--- config.mk ---
export PLATFORM = sky130hd
export DESIGN_NAME = apb_regs
export DESIGN_NICKNAME = d
export VERILOG_FILES = /design/src/logic/blk_pkg.sv /design/src/logic/apb_regs.sv
export VERILOG_INCLUDE_DIRS = /design/src /design/src/logic
export SDC_FILE = /design/constraint.sdc
export NUM_CORES = 1
export LEC_CHECK = 0
export BUFFER_PORTS_ARGS = -buffer_cell sky130_fd_sc_hd__buf_2
export CELL_PAD_IN_SITES_DETAIL_PLACEMENT = 1
export CELL_PAD_IN_SITES_GLOBAL_PLACEMENT = 1
export CORE_MARGIN = 5
export CORE_UTILIZATION = 30
export CTS_CLUSTER_SIZE = 20
export DETAILED_ROUTE_END_ITERATION = 16
export GPL_TIMING_DRIVEN = 0
export PLACE_DENSITY = 0.79
export SLEW_MARGIN = 20
export SYNTH_ARGS = -nofsm -noshare
export SYNTH_HDL_FRONTEND = slang
export SYNTH_SLANG_ARGS = --single-unit
--- constraint.sdc ---
create_clock -name clock -period 2.3 [get_ports clock]
set_input_delay 0.46 -clock clock [delete_from_list [all_inputs] [get_ports clock]]
set_output_delay 0.46 -clock clock [all_outputs]
set_load 0.03 [all_outputs]
--- src/logic/blk_cfg.svh ---
// Sizing macros for the block self-test subsystem.
// Block, word and address widths, block count and APB address width.
`ifndef BLK_CFG_SVH
`define BLK_CFG_SVH

// One block is BLK_WORDS words of WORD_BITS each.
`define BLK_BITS 4096
`define WORD_BITS 32
`define BLK_WORDS 128

`define BLK_COUNT 4
`define BLK_ADDR_BITS 32

`define APB_ADDR_BITS 8

`endif

--- src/logic/blk_pkg.sv ---
// Shared package: block, word and block address types,
// the test driver FSM states and the APB register offsets.
`include "blk_cfg.svh"

package blk_pkg;

  typedef logic [`BLK_BITS-1:0] block_t;
  typedef logic [`WORD_BITS-1:0] word_t;
  typedef logic [`BLK_ADDR_BITS-1:0] blk_addr_t;

  typedef enum logic [3:0] {
    st_idle,
    st_next_block,
    st_make_pattern,
    st_write_block,
    st_wait_write,
    st_read_block,
    st_wait_read,
    st_compare,
    st_done,
    st_read_error
  } drv_state_t;

  localparam logic [`APB_ADDR_BITS-1:0] CTRL_OFS = 'h00;   // Bit0 start, bit1 verify_only.
  localparam logic [`APB_ADDR_BITS-1:0] SEED_OFS = 'h04;
  localparam logic [`APB_ADDR_BITS-1:0] COUNT_OFS = 'h08;
  localparam logic [`APB_ADDR_BITS-1:0] STATUS_OFS = 'h0C; // Read only.

endpackage

--- src/logic/apb_regs.sv ---
// APB3 register block: control, seed, count and status registers,
// and the run start pulse towards the test driver.
`timescale 1ns/100ps
`include "blk_cfg.svh"

module apb_regs import blk_pkg::*; (
  input  logic                      clock,
  input  logic                      reset,
  input  logic [`APB_ADDR_BITS-1:0] paddr,
  input  logic                      psel,
  input  logic                      penable,
  input  logic                      pwrite,
  input  logic [31:0]               pwdata,
  output logic [31:0]               prdata,
  output logic                      pready,
  output logic                      pslverr,
  output logic                      run_start,
  output logic                      verify_only,
  output word_t                     seed,
  output blk_addr_t                 count,
  input  logic                      running,
  input  logic                      done,
  input  logic                      error,
  input  logic [7:0]                fail_block
);

  logic access;
  logic wr_access;
  logic mapped;

  assign access    = psel && penable;
  assign wr_access = access && pwrite;
  assign mapped    = paddr inside {CTRL_OFS, SEED_OFS, COUNT_OFS, STATUS_OFS};

  assign pready  = 1'b1;              // No wait states.
  assign pslverr = access && !mapped;

  always_ff @(posedge clock or posedge reset) begin
    if (reset) begin
      run_start   <= 1'b0;
      verify_only <= 1'b0;
      seed        <= '0;
      count       <= blk_addr_t'(`BLK_COUNT);
    end else begin
      // Start is dropped while a run is active.
      run_start <= wr_access && (paddr == CTRL_OFS) && pwdata[0] && !running;
      if (wr_access) begin
        case (paddr)
          CTRL_OFS: verify_only <= pwdata[1];
          SEED_OFS: begin
            if (!running) begin
              seed <= pwdata;           // Generator reads the seed live.
            end
          end
          COUNT_OFS: begin
            if ((pwdata == 32'd0) || (pwdata > 32'(`BLK_COUNT))) begin
              count <= blk_addr_t'(`BLK_COUNT);
            end else begin
              count <= blk_addr_t'(pwdata);
            end
          end
          default: ;
        endcase
      end
    end
  end

  always_comb begin
    case (paddr)
      CTRL_OFS:   prdata = {30'd0, verify_only, 1'b0};
      SEED_OFS:   prdata = seed;
      COUNT_OFS:  prdata = 32'(count);
      STATUS_OFS: prdata = {16'd0, fail_block, 5'd0, error, done, running};
      default:    prdata = 32'd0;
    endcase
  end

  // Access phase always follows a setup phase.
  a_apb_setup_first: assert property (
    @(posedge clock) disable iff (reset)
    penable |-> psel && $past(psel && !penable)
  ) else $error("apb_regs: penable without a preceding setup phase");

endmodule

==> impl_metrics.toml <==
[critical_path]
timing.rr.start = "seed[30]$_DFFE_PP0P_"
worstSetupStartpoint = "paddr[1]"
cp.arrival_ns = 2.07
crit_chain = "buf_6, or4_4, or2_4, nor2_4, buf_12, clkbuf_16, a22o_4, buf_6"
cp-start-kind = "input port"
end_kind = "output pin"
crit_fanout = 5
ff2ff_setup_slack_ns = 1.49
critPathRequiredTime_ns = 1.84
path_class = "in -> out"
cp_common_cell = "buf_6"
crit_path_max_incr_delay_ns = 0.58
cp_slowest_cell = "or4_4"

[synthesis]
yosysTopAreaCellShare_pct = 55.2
ys_ff_latch = 66
yosys_warnings = 0
yosysTopAreaCell = "dfrtp_1"
synthesis.area_sq_mm = 0.00294
synth.area.top_cells = "dfrtp_1 (55%), mux2_2 (16%), a22o_1 (6.2%)"
synth_ff_type = "dfrtp_1"
synth_nets = 286
syn_area_per_cell_sq_um = 12.8
syn_inst = 230
yosysUniqueCellTypes = 33
synthArstFlopShare_pct = 100
synth_seq_area_share_pct = 56.1
synth_enable_flop_cells = 0

[worst_hold_path]
hp-class = "in -> async"

[floorplan]
die_w_microns = 109
fp.dieH_microns = 109
coreArea_sq_mm = 0.00968
pin_count = 156
die_area_sq_mm = 0.0119
start_util_pct = 30.4
rows = 36

[global_routing]
grt_use_total_pct = 18.8
grt_start_max_net_pins = 37
first_global_vias = 3048
grt_pass1_wl_microns = 16900
overflow = 0
antenna_found_initial = 0

[pwr]
intPower_mw = 1.78
ir_worst_vdd_mv = 0.226
power_frac_comb_pct = 7.6
power_mw = 2.36
swShare_pct = 24.7
pwr-share-seq_pct = 49.6
power.density_mw_per_mm2 = 491
switchingPower_mw = 0.582
leakage_nw = 2.65
clockPowerShare_pct = 42.8

[clock_network]
cts_max_path_buffers = 2
cts-root-buf = "clkbuf_8"
clk_pin_slew_worst_paths_ns = 0.08
tritoncts = "built"
ctsHoldBuffers = 0
cts-buffers-inserted = 9
numClockSinks = 66
cts_max_level = 3
clk_latency_ns = 0.34

[routing]
drc = 0
first_pass_iters = 4
via_count = 2635
final_antenna_net_count = 0
post_drt_wl_per_cell_microns = 20.2
viasPerCell = 4.86
drt_iter0_markers = 60
wl_microns = 11000

[placement]
place_inst = 518
io_buffers = 154
dp_hpwl_microns = 7880
gp_congestion = 0.793

[final_layout]
fillCellCount = 1054
final_nets = 460
fin_cells = 542
drive_above_1_share_pct = 66.5
seqCellArea_sq_mm = 0.00165
diodes = 0
area_growth_pct = 63.1
multiInputGateArea_sq_mm = 0.00149

[timing]
period_share_pct = 110
max_freq_ghz = 0.396
hold_viol = 0
rsz0062_at_grt = "yes"
fin_ws_ns = -0.227
fin_skew_ns = 0
fin_crit_ns = 2.53
max_slew_margin_pct = 60.5
whs_ns = 0.109
finalMaxSlewViolations = 0
worstMarginPinSlew_ns = 0.588
final-setup-viol-count = 33
fin_tns_setup_ns = -6.11

[job]
cap_violations = 0

[status]
violations = "setup timing"
status = "finished with violations"
-- critical path: cells and delay by family --
| family | cells | cell delay, ns |
|---|---|---|
| compound gates | 1 | 0.12 |
| simple gates | 3 | 0.96 |
| buf+inv | 4 | 0.51 |
-- synth_stat cells, drive strengths merged (3+ instances only) --
| cell | n |
|---|---|
| mux2 | 43 |
| dfrtp | 65 |
| a22o | 21 |
| a22oi | 10 |
| and2b | 12 |
| nor2 | 12 |
| nor4 | 8 |
| or4 | 3 |
| buf | 4 |
| nand2 | 4 |
| nor2b | 19 |
| clkbuf | 11 |
-- layout by cell type, fill, tap and decap left out, types with 2 or more instances in the layout --
cell and count:
clkinvlp_4 2, clkbuf_2 5, nor2_4 10, buf_6 34
buf_4 6, clkbuf_8 12, a22oi_1 10, nand2_1 4
buf_12 2, o2bb2ai_1 2, or4_4 2, buf_2 119
nor4_1 7, a22o_4 20, dfrtp_1 65, and2b_1 12
clkbuf_16 6, clkbuf_1 4, nor2b_1 19, mux2_2 42
-- flip-flops by register name, indices dropped and copies added, names as in the netlist --
| name | cells |
|---|---|
| seed | 32 |
| count | 32 |
| verify_only | 1 |
| run_start | 1 |
-- through the flow --
stage / worst slack, ns / instance area [sq um] / util, %
final: -0.227 / 4800 / 49.6
after global routing: -0.252 / 4800 / 49.6
after floorplan: -0.0512 / 3000 / -
after detailed placement: -0.687 / 3960 / 40.9
after CTS: -0.229 / 4750 / 49.0
after global placement: -0.636 / 3940 / 40.7
-- final timing paths --
check	end	cells after the start
max reg2reg	seed[30]$_DFFE_PP0P_	1
max	prdata[6]	8
min in group clock	run_start$_DFF_PP0_	2
min	count[18]$_DFFE_PP0P_	2
max in group asynchronous	seed[3]$_DFFE_PP0P_	3
min reg2reg	count[11]$_DFFE_PP0P_	1
-- per-layer routing --
layer	GRT usage (%)	up-vias	routed length, microns
met3	5.09	12	713
met2	33.0	106	5670
met4	5.68	0	106
met5	0	-	0
met1	22.3	1336	4480
li1	-	1181	-
-- final cells by class --
cell class | instances | area share, %
Clock inverter | 5 | 1.30
Sequential cell | 66 | 34.4
Inverter | 1 | 0.130
Tap cell | 133 | 3.47
Clock buffer | 11 | 2.94
Timing Repair Buffer | 163 | 23.6
Buffer | 15 | 3.13
Multi-Input combinational cell | 148 | 31.1
-- kinds of logic (layout without fill, tap and decap cells) --
| family | count (synthesis) | count (layout) | synth area share, % |
|---|---|---|---|
| simple gates | 68 | 68 | 14.3 |
| flops | 66 | 66 | 56.1 |
| mux | 44 | 44 | 17.3 |
| compound gates | 35 | 35 | 9.86 |
| buf+inv | 16 | 195 | 2.21 |
| other cells | 1 | 1 | 0.127 |
-- power groups by stage --
stage	registers, mW	clock network [mW]	logic (mW)
after floorplan	1.20	0	0.0632
after global placement	1.19	0	0.154
after detailed placement	1.19	0	0.164
after CTS	1.17	1.04	0.176
after global routing	1.17	1.10	0.197
final	1.17	1.01	0.179
-- timing repair --
item / 4_1_cts / 5_1_grt
pin swaps: 5 / 2
setup endpoints to repair: 54 / 83
cloned: 3 / 0
resized for setup: 115 / 15
buffers inserted: 4 / 1
Note: power is estimated with default switching activity, not from simulation.
